==> config.mk <==
export PLATFORM = sky130hd
export DESIGN_NAME = batchDecoderTop
export DESIGN_NICKNAME = d
export VERILOG_FILES = /design/src/verilog/batchPkg.sv /design/src/verilog/sampleDecoder.sv /design/src/verilog/batchBuffer.sv /design/src/verilog/batchRecursion.sv /design/src/verilog/batchDecoderTop.sv
export SDC_FILE = /design/constraint.sdc
export NUM_CORES = 1
export LEC_CHECK = 0
export ABC_CLOCK_PERIOD_IN_PS = 4200
export BUFFER_PORTS_ARGS = -buffer_cell sky130_fd_sc_hd__buf_2
export CORE_ASPECT_RATIO = 1.25
export CORE_MARGIN = 5
export CORE_UTILIZATION = 46
export CTS_CLUSTER_SIZE = 30
export DETAILED_ROUTE_END_ITERATION = 8
export GPL_TIMING_DRIVEN = 1
export PLACE_DENSITY = 0.67
export REMOVE_ABC_BUFFERS = 1
export SETUP_SLACK_MARGIN = 0.2
export SLEW_MARGIN = 20
export SYNTH_ARGS = -nofsm -noshare
export SYNTH_HDL_FRONTEND = slang
export SYNTH_SLANG_ARGS = --single-unit
==> constraint.sdc <==
create_clock -name clkDS -period 4.2 [get_ports clkDS]
set_clock_uncertainty 0.05 [all_clocks]
set_input_delay 1.05 -clock clkDS [delete_from_list [all_inputs] [get_ports clkDS]]
set_output_delay 1.05 -clock clkDS [all_outputs]
set_load 0.02 [all_outputs]
==> src/verilog/batchPkg.sv <==
package batchPkg;

    // Stream bits packed into one downsampled input word
    localparam int StreamBits = 12;

    // Width of a ones count over one input word
    localparam int CountWidth = $clog2(StreamBits + 1);

    // Samples per batch and the index that walks them
    localparam int BatchLen = 8;
    localparam int IndexWidth = $clog2(BatchLen);

    // Decoded sample, range -12 to +12
    localparam int SampleWidth = 5;

    // Recursion values and output word
    localparam int AccWidth = 8;

    // Pole factor of one half as an arithmetic shift
    localparam int DecayShift = 1;

    // Consumer FSM encodings
    localparam logic [1:0] StateIdle = 2'd0;
    localparam logic [1:0] StateFwd = 2'd1;
    localparam logic [1:0] StateBwd = 2'd2;

endpackage

==> src/verilog/sampleDecoder.sv <==
`timescale 1ns/100ps

module sampleDecoder import batchPkg::*; (
    input  logic                          clkDS,
    input  logic                          rst,
    input  logic [StreamBits-1:0]         inWord,
    input  logic                          inValid,
    output logic                          inReady,
    output logic signed [SampleWidth-1:0] decSample,
    output logic                          decValid,
    input  logic                          decReady
);

    logic [CountWidth-1:0] ones;
    logic signed [SampleWidth-1:0] sampleNext;
    logic accept;

    // Ones count over the packed stream bits
    always_comb begin
        ones = '0;
        for (int i = 0; i < StreamBits; i++) begin
            ones = ones + CountWidth'(inWord[i]);
        end
    end

    // x = 2 * ones - 12, wraps back into range in SampleWidth bits
    assign sampleNext = SampleWidth'({ones, 1'b0}) - SampleWidth'(StreamBits);

    // Stage takes a new word when empty or when its content leaves
    assign inReady = !decValid || decReady;
    assign accept = inValid && inReady;

    always_ff @(posedge clkDS or negedge rst) begin
        if (!rst) begin
            decValid <= 1'b0;
        end else if (accept) begin
            decValid <= 1'b1;
        end else if (decReady) begin
            decValid <= 1'b0;
        end
    end

    always_ff @(posedge clkDS) begin
        if (accept) begin
            decSample <= sampleNext;
        end
    end

    // Held sample must not change until the buffer takes it
    holdStable: assert property (@(posedge clkDS) disable iff (!rst)
        decValid && !decReady |=> decValid && $stable(decSample));

endmodule

==> src/verilog/batchBuffer.sv <==
`timescale 1ns/100ps

module batchBuffer import batchPkg::*; (
    input  logic                          clkDS,
    input  logic                          rst,
    input  logic signed [SampleWidth-1:0] decSample,
    input  logic                          decValid,
    output logic                          decReady,
    output logic                          bankValid,
    input  logic [IndexWidth-1:0]         rdIndex,
    output logic signed [SampleWidth-1:0] rdSample,
    input  logic                          bankDone
);

    localparam logic [IndexWidth-1:0] LastIdx = IndexWidth'(BatchLen - 1);

    // Two banks, one filling while the other is read
    logic signed [SampleWidth-1:0] mem [2][BatchLen];

    logic [IndexWidth-1:0] wrIdx;
    logic fillBank;
    logic readBank;
    logic [1:0] full;
    logic writeEn;

    // Producer stalls only while the bank to fill is still full
    assign decReady = !full[fillBank];
    assign writeEn = decValid && decReady;

    // Consumer sees a bank once all its samples are in
    assign bankValid = full[readBank];

    // Read port is combinational, any order
    assign rdSample = mem[readBank][rdIndex];

    always_ff @(posedge clkDS) begin
        if (writeEn) begin
            mem[fillBank][wrIdx] <= decSample;
        end
    end

    always_ff @(posedge clkDS or negedge rst) begin
        if (!rst) begin
            wrIdx <= '0;
            fillBank <= 1'b0;
            readBank <= 1'b0;
            full <= '0;
        end else begin
            if (writeEn) begin
                wrIdx <= wrIdx + 1'b1;
                // Eighth write closes the bank and moves to the other one
                if (wrIdx == LastIdx) begin
                    full[fillBank] <= 1'b1;
                    fillBank <= ~fillBank;
                end
            end
            // Consumer finished, free the bank and read the next one
            if (bankDone) begin
                full[readBank] <= 1'b0;
                readBank <= ~readBank;
            end
        end
    end

    // A bank part way through filling is never marked full
    noWriteFull: assert property (@(posedge clkDS) disable iff (!rst)
        (wrIdx != '0) |-> !full[fillBank]);

    // Consumer may only release a bank it was handed
    doneWhileValid: assert property (@(posedge clkDS) disable iff (!rst)
        bankDone |-> bankValid);

endmodule

==> src/verilog/batchRecursion.sv <==
`timescale 1ns/100ps

module batchRecursion import batchPkg::*; (
    input  logic                          clkDS,
    input  logic                          rst,
    input  logic                          bankValid,
    output logic [IndexWidth-1:0]         rdIndex,
    input  logic signed [SampleWidth-1:0] rdSample,
    output logic                          bankDone,
    output logic [AccWidth-1:0]           out,
    output logic                          outValid,
    output logic                          outLast,
    input  logic                          outReady
);

    localparam logic [IndexWidth-1:0] LastIdx = IndexWidth'(BatchLen - 1);

    logic [1:0] state;
    logic [IndexWidth-1:0] idx;
    logic bwdDone;

    // Forward values kept for the backward pass
    logic signed [AccWidth-1:0] fwdMem [BatchLen];
    logic signed [AccWidth-1:0] fwdPrev;
    logic signed [AccWidth-1:0] bwdPrev;

    logic signed [AccWidth-1:0] xExt;
    logic signed [AccWidth-1:0] fwdVal;
    logic signed [AccWidth-1:0] bwdVal;
    logic signed [AccWidth-1:0] sum;
    logic loadOut;
    logic xfer;

    assign rdIndex = idx;

    always_comb begin
        xExt = {{(AccWidth - SampleWidth){rdSample[SampleWidth-1]}}, rdSample};
        // First value of each pass is the sample itself
        fwdVal = (idx == '0) ? xExt : xExt + (fwdPrev >>> DecayShift);
        bwdVal = (idx == LastIdx) ? xExt : xExt + (bwdPrev >>> DecayShift);
        // Sample appears in both passes and is counted once
        sum = fwdMem[idx] + bwdVal - xExt;
    end

    // Output register refills when empty or draining this cycle
    assign loadOut = (state == StateBwd) && !bwdDone && (!outValid || outReady);
    assign xfer = outValid && outReady;
    assign bankDone = xfer && outLast;

    always_ff @(posedge clkDS or negedge rst) begin
        if (!rst) begin
            state <= StateIdle;
            idx <= '0;
            bwdDone <= 1'b0;
            outValid <= 1'b0;
            outLast <= 1'b0;
        end else begin
            case (state)
                StateIdle: begin
                    if (bankValid) begin
                        state <= StateFwd;
                        idx <= '0;
                    end
                end
                StateFwd: begin
                    if (idx == LastIdx) begin
                        // Backward starts from the last sample of this batch
                        state <= StateBwd;
                        bwdDone <= 1'b0;
                    end else begin
                        idx <= idx + 1'b1;
                    end
                end
                StateBwd: begin
                    if (loadOut) begin
                        outValid <= 1'b1;
                        outLast <= (idx == '0);
                        if (idx == '0) begin
                            bwdDone <= 1'b1;
                        end else begin
                            idx <= idx - 1'b1;
                        end
                    end else if (xfer) begin
                        outValid <= 1'b0;
                        outLast <= 1'b0;
                        if (outLast) begin
                            state <= StateIdle;
                        end
                    end
                end
                default: begin
                    state <= StateIdle;
                end
            endcase
        end
    end

    always_ff @(posedge clkDS) begin
        if (state == StateFwd) begin
            fwdMem[idx] <= fwdVal;
            fwdPrev <= fwdVal;
        end
        if (loadOut) begin
            bwdPrev <= bwdVal;
            // Offset binary with the sign bit inverted
            out <= {~sum[AccWidth-1], sum[AccWidth-2:0]};
        end
    end

    lastNeedsValid: assert property (@(posedge clkDS) disable iff (!rst)
        outLast |-> outValid && (state == StateBwd));

endmodule

==> src/verilog/batchDecoderTop.sv <==
`timescale 1ns/100ps

module batchDecoderTop import batchPkg::*; (
    input  logic                  clkDS,
    input  logic                  rst,
    input  logic [StreamBits-1:0] inWord,
    input  logic                  inValid,
    output logic                  inReady,
    output logic [AccWidth-1:0]   out,
    output logic                  outValid,
    output logic                  outLast,
    input  logic                  outReady
);

    // Producer to buffer
    logic signed [SampleWidth-1:0] decSample;
    logic decValid;
    logic decReady;

    // Buffer to consumer
    logic bankValid;
    logic [IndexWidth-1:0] rdIndex;
    logic signed [SampleWidth-1:0] rdSample;
    logic bankDone;

    sampleDecoder decoder0 (
        .clkDS(clkDS),
        .rst(rst),
        .inWord(inWord),
        .inValid(inValid),
        .inReady(inReady),
        .decSample(decSample),
        .decValid(decValid),
        .decReady(decReady)
    );

    batchBuffer buffer0 (
        .clkDS(clkDS),
        .rst(rst),
        .decSample(decSample),
        .decValid(decValid),
        .decReady(decReady),
        .bankValid(bankValid),
        .rdIndex(rdIndex),
        .rdSample(rdSample),
        .bankDone(bankDone)
    );

    batchRecursion recursion0 (
        .clkDS(clkDS),
        .rst(rst),
        .bankValid(bankValid),
        .rdIndex(rdIndex),
        .rdSample(rdSample),
        .bankDone(bankDone),
        .out(out),
        .outValid(outValid),
        .outLast(outLast),
        .outReady(outReady)
    );

endmodule

# Word level (Yosys, flattened, before mapping)
# Memories as Yosys holds them, arrays and structs flattened.
# Index checks and enable logic that the tools add are counted.
# classes
n_addsub,19
n_lt_le_gt_ge,7
n_eq_ne,14
n_mux,42
bitwise_logic,8
reduce_logical,25
# op_table
cell,n
$add A4 B1 Y4,10
$mux W40,1
$mux W1,17
$add A5 B7 Y8,2
$mux W2,8
$mux W8,2
$bmux W5 S3,1
$demux W5 S3,1
$mux W5,3
$mux W3,4
$ne A2 B1 Y1 const B,5
$ne A2 B2 Y1 const B,5
$reduce_and A5 Y1,2
$logic_and A1 B1 Y1,9
$pmux W3 S3,1
$add A8 B8 Y8,1
$ge A4 B4 Y1 const B,2
$not A3 Y4,2
$sub A8 B5 Y8,1
$add A3 B1 Y3 const B,2
$eq A3 B3 Y1 const B,2
$pmux W2 S3,1
$sub A5 B4 Y5 const B,1
$logic_not A1 Y1,4
other kinds (20),28
# word_totals
reg_bits,45
ramBits,144
inputBits,16
output_inout_bits,11
word_cells,131
mem_count,2
# memory_table
memory,depth,width,rd,rd_ports_with_merged_regs,write_ports,line_no,text
buffer0.mem,2,40,1,0,1,batchBuffer.sv:18,logic signed [SampleWidth-1:0] mem [2][BatchLen];
recursion0.fwdMem,8,8,1,0,1,batchRecursion.sv:23,logic signed [AccWidth-1:0] fwdMem [BatchLen];

# Depth between registers and ports, before layout
# depth
depth_word,12
ltp_mapped,22

# Modules after synthesis
# Synthesis repeated with hierarchy kept, for this count alone.
# unflattened
hier_cells,623
hier_area_um2,8853.5
# modules_own_cells
mod,instances,cells_per_inst,area_each_um2
batchRecursion,1,401,4873.4
batchBuffer,1,178,3500.9
sampleDecoder,1,44,479.2

# Least setup slack after synthesis
# Ideal clock, no wire load.
# synth_path
path_type,input -> register
start,input inWord[0]
end,"register decoder0.decSample[4], data pin"
setup_time_ns,0.262
arrival_ns,4.136
required_ns,3.888
path_slack_ns,-0.248
path_stages,13
path_buffers,0
cell_sequence,ha_1 -> inv_1 -> fa_1 -> inv_1 -> fa_1 -> inv_1 -> fa_1 -> inv_1 -> fa_1 -> fa_1 -> xor2_1 -> ha_1 -> xor2_1
# synth_via
elab_chain_cells,12
# synth_lines
element,line_no,text
"start, declared",batchDecoderTop.sv:6,"input logic [StreamBits-1:0] inWord,"
$add A1 B1 Y2,sampleDecoder.sv:22,ones = ones + CountWidth'(inWord[i]);
$add A4 B1 Y4 (10 in series),sampleDecoder.sv:22,
$sub A5 B4 Y5,sampleDecoder.sv:27,"assign sampleNext = SampleWidth'({ones, 1'b0}) - SampleWidth'(StreamBits);"
net decoder0.sampleNext[4],sampleDecoder.sv:15,logic signed [SampleWidth-1:0] sampleNext;
"end signal, assigned",sampleDecoder.sv:45,decSample <= sampleNext;
"end, declared",sampleDecoder.sv:9,"output logic signed [SampleWidth-1:0] decSample,"
# The timed path passes the listed nets, and every way through them passes these cells.
# A chain may end at the register's enable or synchronous reset.

# Final worst setup path
# layout_path
start,register buffer0.readBank
end,"register recursion0.out[7], data pin"
# layout_via
elab_chain_cells,9
# layout_lines
element,line_no,text
"start, declared",batchBuffer.sv:22,logic readBank;
"start signal, assigned",batchBuffer.sv:60,readBank <= ~readBank;
$mem_v2 Z2 W40 (*),n/a,
$bmux W5 S3 (*),batchBuffer.sv:34,assign rdSample = mem[readBank][rdIndex];
$mux W5 (not written as such) (*) (2 in series),batchBuffer.sv:34,
$add A5 B7 Y8,batchRecursion.sv:40,bwdVal = (idx == LastIdx) ? xExt : xExt + (bwdPrev >>> DecayShift);
$mux W8,batchRecursion.sv:40,
$add A8 B8 Y8,batchRecursion.sv:42,sum = fwdMem[idx] + bwdVal - xExt;
$sub A8 B5 Y8 (*),batchRecursion.sv:42,
$not A1 Y1 (*),batchRecursion.sv:106,"out <= {~sum[AccWidth-1], sum[AccWidth-2:0]};"
"end signal, assigned",batchRecursion.sv:106,
"end, declared",batchRecursion.sv:10,"output logic [AccWidth-1:0] out,"
# Every way passes the cells marked *; elsewhere a longest branch is shown, timed or not. The select of a mux whose other input is x is not followed.

==> PnR_summary.wiki <==
{| class="wikitable"
! Metric !! Value
|-
| Filler cells || 1,364
|-
| Count of final hold-check violations || 0
|-
| Via density || 5.29
|-
| Fraction of the mapped netlist area in compound gates || 6.81%
|-
| Clock Latency Late Sink || 0.43 ns
|-
| Per-cell routed wire length || 18.5 um
|-
| Least-Margin Pin Slew || 1.05 ns
|-
| Antenna violations before repair || 0
|-
| Via count of the first global-routing pass || 4,999
|-
| Number of flops mapped to enable cells by yosys || 154
|-
| # setup viols final || 4
|-
| Worst-case reg-to-reg path depth || 17
|-
| Terminus of the critical flop-to-flop path || recursion0.out[7]
|-
| Fin crit period || 4.45 ns
|-
| Arrival time at the worst endpoint || 4.58 ns
|-
| Max-cap violations || 0
|-
| Htree depth || 4
|-
| Unrepaired setup endpoints after global routing || true
|-
| Maximum root-to-sink buffer count || 2
|-
| Hold/Removal Path Class || in -> async
|-
| Headroom to the max-slew limit || 28.9%
|-
| Largest net degree at the start of global routing || 36
|-
| Sum of negative setup slack || -0.857 ns
|-
| Number of buffers inserted by hold repair at cts || 0
|-
| Synth Area in XOR/XNOR || 2.30%
|-
| Post-DRT Antenna Nets || 0
|-
| Number of rows created at floorplan || 54
|-
| Initial core utilization || 46.2%
|-
| Total number of vias || 4,707
|-
| Share of synthesized cell area in full adder, half adder and majority cells || 8.70%
|-
| Boundary Pins || 27
|-
| Final setup slack of the worst path || -0.249 ns
|-
| Critical Path End Type || flip-flop
|-
| Total half-perimeter wirelength after legalization and detailed placement || 11,500 um
|-
| Core Util, Final || 56.1%
|-
| Highest-delay cell along the critical path || sky130_fd_sc_hd__mux4_2
|-
| Area Growth Syn to Fin || 21.3%
|-
| Synthesized instance count || 558
|-
| Fin crit share || 106%
|-
| # port buffers || 26
|-
| CP Max Fanout || 5
|-
| Number of distinct library cell variants in the gate-level netlist after synthesis || 48
|-
| Final Cell Area || 0.00970 mm^2
|-
| Die area || 0.0201 mm^2
|-
| Global-route wire length before repair || 26,200 um
|-
| Synthesized area divided by synthesized cell count || 14.3 um^2
|-
| Area post-placement || 0.00871 mm^2
|-
| FMAX || 0.225 GHz
|-
| Floorplan die width || 128 um
|-
| Top FF cell, synth || sky130_fd_sc_hd__edfxtp_1
|-
| Crit path largest cell delay || 0.54 ns
|-
| Register bit count reported by yosys || 170
|-
| Gp weighted congestion || 0.827
|-
| CP most frequent cell || sky130_fd_sc_hd__buf_6
|-
| Placeable Area || 0.0173 mm^2
|-
| Sequential cell area || 0.00503 mm^2
|-
| Async set-reset flop share out of synthesis || 9.41%
|-
| Fraction of layout instances using a drive strength above 1 || 28.3%
|-
| Global Route Usage Sum || 17.1%
|-
| Critical path class || reg -> reg
|-
| Clock buffer count from CTS || 17
|-
| Number of nets in the final layout || 714
|-
| Max-slew violation count || 0
|-
| Sequential cell area fraction in the yosys report || 62.8%
|-
| Worst EP required || 4.33 ns
|-
| Total routed wirelength || 16,400 um
|-
| Number of buffers and inverters on the critical path || 5
|-
| Clock-pin slew on the worst setup and hold paths || 0.07 ns
|-
| Startpoint of the most critical register-to-register path || buffer0.readBank
|-
| Iteration count of the initial detailed-routing pass || 5
|-
| Critical Path, Cell by Cell || buf_6 -> buf_12 -> mux4_2 -> mux4_2 -> buf_6 -> fa_2 -> buf_6 -> xnor2_2 -> a21o_1 -> fa_1 -> inv_2 -> ha_4 -> nand2_1 -> o21a_1 -> o21ai_2 -> xnor2_2 -> xnor2_1
|-
| Initial drt markers || 293
|-
| Die Ht || 157 um
|-
| Startpoint type of the worst setup path || flip-flop
|-
| Num Clock Sinks || 170
|-
| Synthesized-area fraction occupied by and/or/nand/nor cells || 6.59%
|-
| Result of the run || finished with violations
|-
| CP delay by family, top || adder cells
|-
| Number of antenna repair diodes || 0
|-
| Violations in the final reports || negative setup slack
|-
| Yosys synthesis warning count || 0
|-
| Post-synthesis instance area || 0.00800 mm^2
|-
| Mux contribution to synthesized area || 9.25%
|-
| Root buf cell || sky130_fd_sc_hd__clkbuf_16
|-
| Dominant combinational cell family by area after synthesis || multiplexers
|-
| FF-to-FF setup slack || -0.25 ns
|-
| Multi-input gate area || 0.00289 mm^2
|-
| CTS tree || yes
|-
| Remaining DRCs || 0
|-
| Grt total ovfl || 0
|}
==> metal layers <==
layer / vias up / track usage, % / share of wire (%)
met5: - / 0 / 0
met4: 0 / 7.63 / 2.9
met3: 26 / 3.29 / 3.8
met2: 105 / 31.8 / 56
met1: 2337 / 18.9 / 37
li1: 2239 / - / -
==> cells by family (layout without fill, tap and decap cells) <==
| group | Yosys count | count (layout) |
|---|---|---|
| muxes | 52 | 52 |
| xor gates and xnor gates | 21 | 21 |
| AOI/OAI and AO/OA | 88 | 88 |
| buffers and inverters | 67 | 174 |
| adders and majority gates | 46 | 46 |
| and+or+nand+nor | 114 | 114 |
| DFF | 170 | 170 |
==> cell usage in the layout (no fill, tap or decap), types with 13 or more instances in the layout <==
cell type	synthesis	layout
sky130_fd_sc_hd__fa_1	16	13
sky130_fd_sc_hd__dfrtp_1	16	14
sky130_fd_sc_hd__mux4_2	17	17
sky130_fd_sc_hd__mux2i_1	30	30
sky130_fd_sc_hd__inv_1	45	41
sky130_fd_sc_hd__nand2_1	30	30
sky130_fd_sc_hd__buf_2	6	24
sky130_fd_sc_hd__o21ai_0	21	15
sky130_fd_sc_hd__ha_1	30	22
sky130_fd_sc_hd__clkbuf_16	0	18
sky130_fd_sc_hd__nor2_1	40	35
sky130_fd_sc_hd__edfxtp_1	154	154
sky130_fd_sc_hd__a21oi_1	28	21
sky130_fd_sc_hd__buf_4	2	56
==> through the flow <==
| stage | cells | hold WS, ns | setup slack [ns] |
|---|---|---|---|
| 2_1_floorplan | 539 | 0.431 | -1.12 |
| 3_3_place_gp | 840 | 0.448 | -0.408 |
| 3_5_place_dp | 840 | 0.473 | -0.496 |
| 4_1_cts | 881 | 0.482 | -0.238 |
| 5_1_grt | 889 | 0.504 | -0.395 |
| 6_report | 889 | 0.478 | -0.249 |
==> registers in the layout, summed over array words and instances, names as in the netlist <==
signal and flops:
buffer0.wrIdx 3, recursion0.bwdDone 1, decoder0.decValid 1, recursion0.out 8, buffer0.readBank 1, recursion0.state 2
buffer0.full 2, buffer0.mem 64, decoder0.decSample 4, recursion0.outValid 1, recursion0.rdIndex 3, recursion0.outLast 1
recursion0.bwdPrev 7, recursion0.fwdMem 64, buffer0.fillBank 1, recursion0.fwdPrev 7
==> worst reg2reg max path, cell delays in order, from the launching register on <==
cell and delay [ns]:
sky130_fd_sc_hd__dfrtp_2 0.41, sky130_fd_sc_hd__buf_6 0.11, sky130_fd_sc_hd__buf_12 0.11, sky130_fd_sc_hd__mux4_2 0.51, sky130_fd_sc_hd__mux4_2 0.54, sky130_fd_sc_hd__buf_6 0.17, sky130_fd_sc_hd__fa_2 0.36, sky130_fd_sc_hd__buf_6 0.13
sky130_fd_sc_hd__xnor2_2 0.12, sky130_fd_sc_hd__a21o_1 0.21, sky130_fd_sc_hd__fa_1 0.52, sky130_fd_sc_hd__inv_2 0.05, sky130_fd_sc_hd__ha_4 0.26, sky130_fd_sc_hd__nand2_1 0.05, sky130_fd_sc_hd__o21a_1 0.20, sky130_fd_sc_hd__o21ai_2 0.18
sky130_fd_sc_hd__xnor2_2 0.13, sky130_fd_sc_hd__xnor2_1 0.08
==> cells in the mapped netlist (5+ instances only) <==
cell | n | area share [%]
sky130_fd_sc_hd__a21o_1 | 7 | 0.66
sky130_fd_sc_hd__a21oi_1 | 28 | 1.8
sky130_fd_sc_hd__a31oi_1 | 5 | 0.39
sky130_fd_sc_hd__buf_2 | 6 | 0.38
sky130_fd_sc_hd__clkbuf_1 | 6 | 0.28
sky130_fd_sc_hd__dfrtp_1 | 16 | 5.0
sky130_fd_sc_hd__edfxtp_1 | 154 | 58
sky130_fd_sc_hd__fa_1 | 16 | 4.0
sky130_fd_sc_hd__ha_1 | 30 | 4.7
sky130_fd_sc_hd__inv_1 | 45 | 2.1
sky130_fd_sc_hd__mux2_2 | 5 | 0.70
sky130_fd_sc_hd__mux2i_1 | 30 | 3.8
sky130_fd_sc_hd__mux4_2 | 17 | 4.8
sky130_fd_sc_hd__nand2_1 | 30 | 1.4
sky130_fd_sc_hd__nand2b_1 | 9 | 0.70
sky130_fd_sc_hd__nand3_1 | 8 | 0.50
sky130_fd_sc_hd__nor2_1 | 40 | 1.9
sky130_fd_sc_hd__nor2b_1 | 5 | 0.39
sky130_fd_sc_hd__nor3_1 | 8 | 0.50
sky130_fd_sc_hd__o21ai_0 | 21 | 1.3
sky130_fd_sc_hd__o22ai_1 | 7 | 0.55
sky130_fd_sc_hd__xnor2_1 | 16 | 1.8
sky130_fd_sc_hd__xor2_1 | 5 | 0.55
==> worst max-delay path by stage <==
| stage | startpoint | end | slack [ns] | cells past startpoint |
|---|---|---|---|---|
| floorplan | recursion0.rdIndex[0] | recursion0.out[7] | -1.12 | 17 |
| global placement | inWord[0] | decoder0.decSample[4] | -0.41 | 14 |
| detailed placement | inWord[0] | decoder0.decSample[4] | -0.50 | 14 |
| CTS | buffer0.readBank | recursion0.out[6] | -0.24 | 21 |
| global route | buffer0.readBank | recursion0.out[7] | -0.39 | 18 |
| finish | buffer0.readBank | recursion0.out[7] | -0.25 | 17 |
==> cell type report <==
cell class                      count  share of cell area [%]
Tap cell                          224                    2.89
Inverter                           48                    1.86
Timing Repair Buffer               94                    7.64
Multi-Input combinational cell    321                    29.8
Clock inverter                     14                    1.32
Clock buffer                       18                    4.64
Sequential cell                   170                    51.8
==> what timing repair did <==
action / CTS / global route
pin swaps: 22 / 14
cloned: 1 / 0
buffers inserted: 8 / 8
resized for setup: 35 / 24
endpoints found under the hold margin: 0 / 0
setup endpoints to repair: 15 / 26
Power is not shown: default switching activity piles up to over one toggle a cycle in this logic, so the estimate is an artifact.
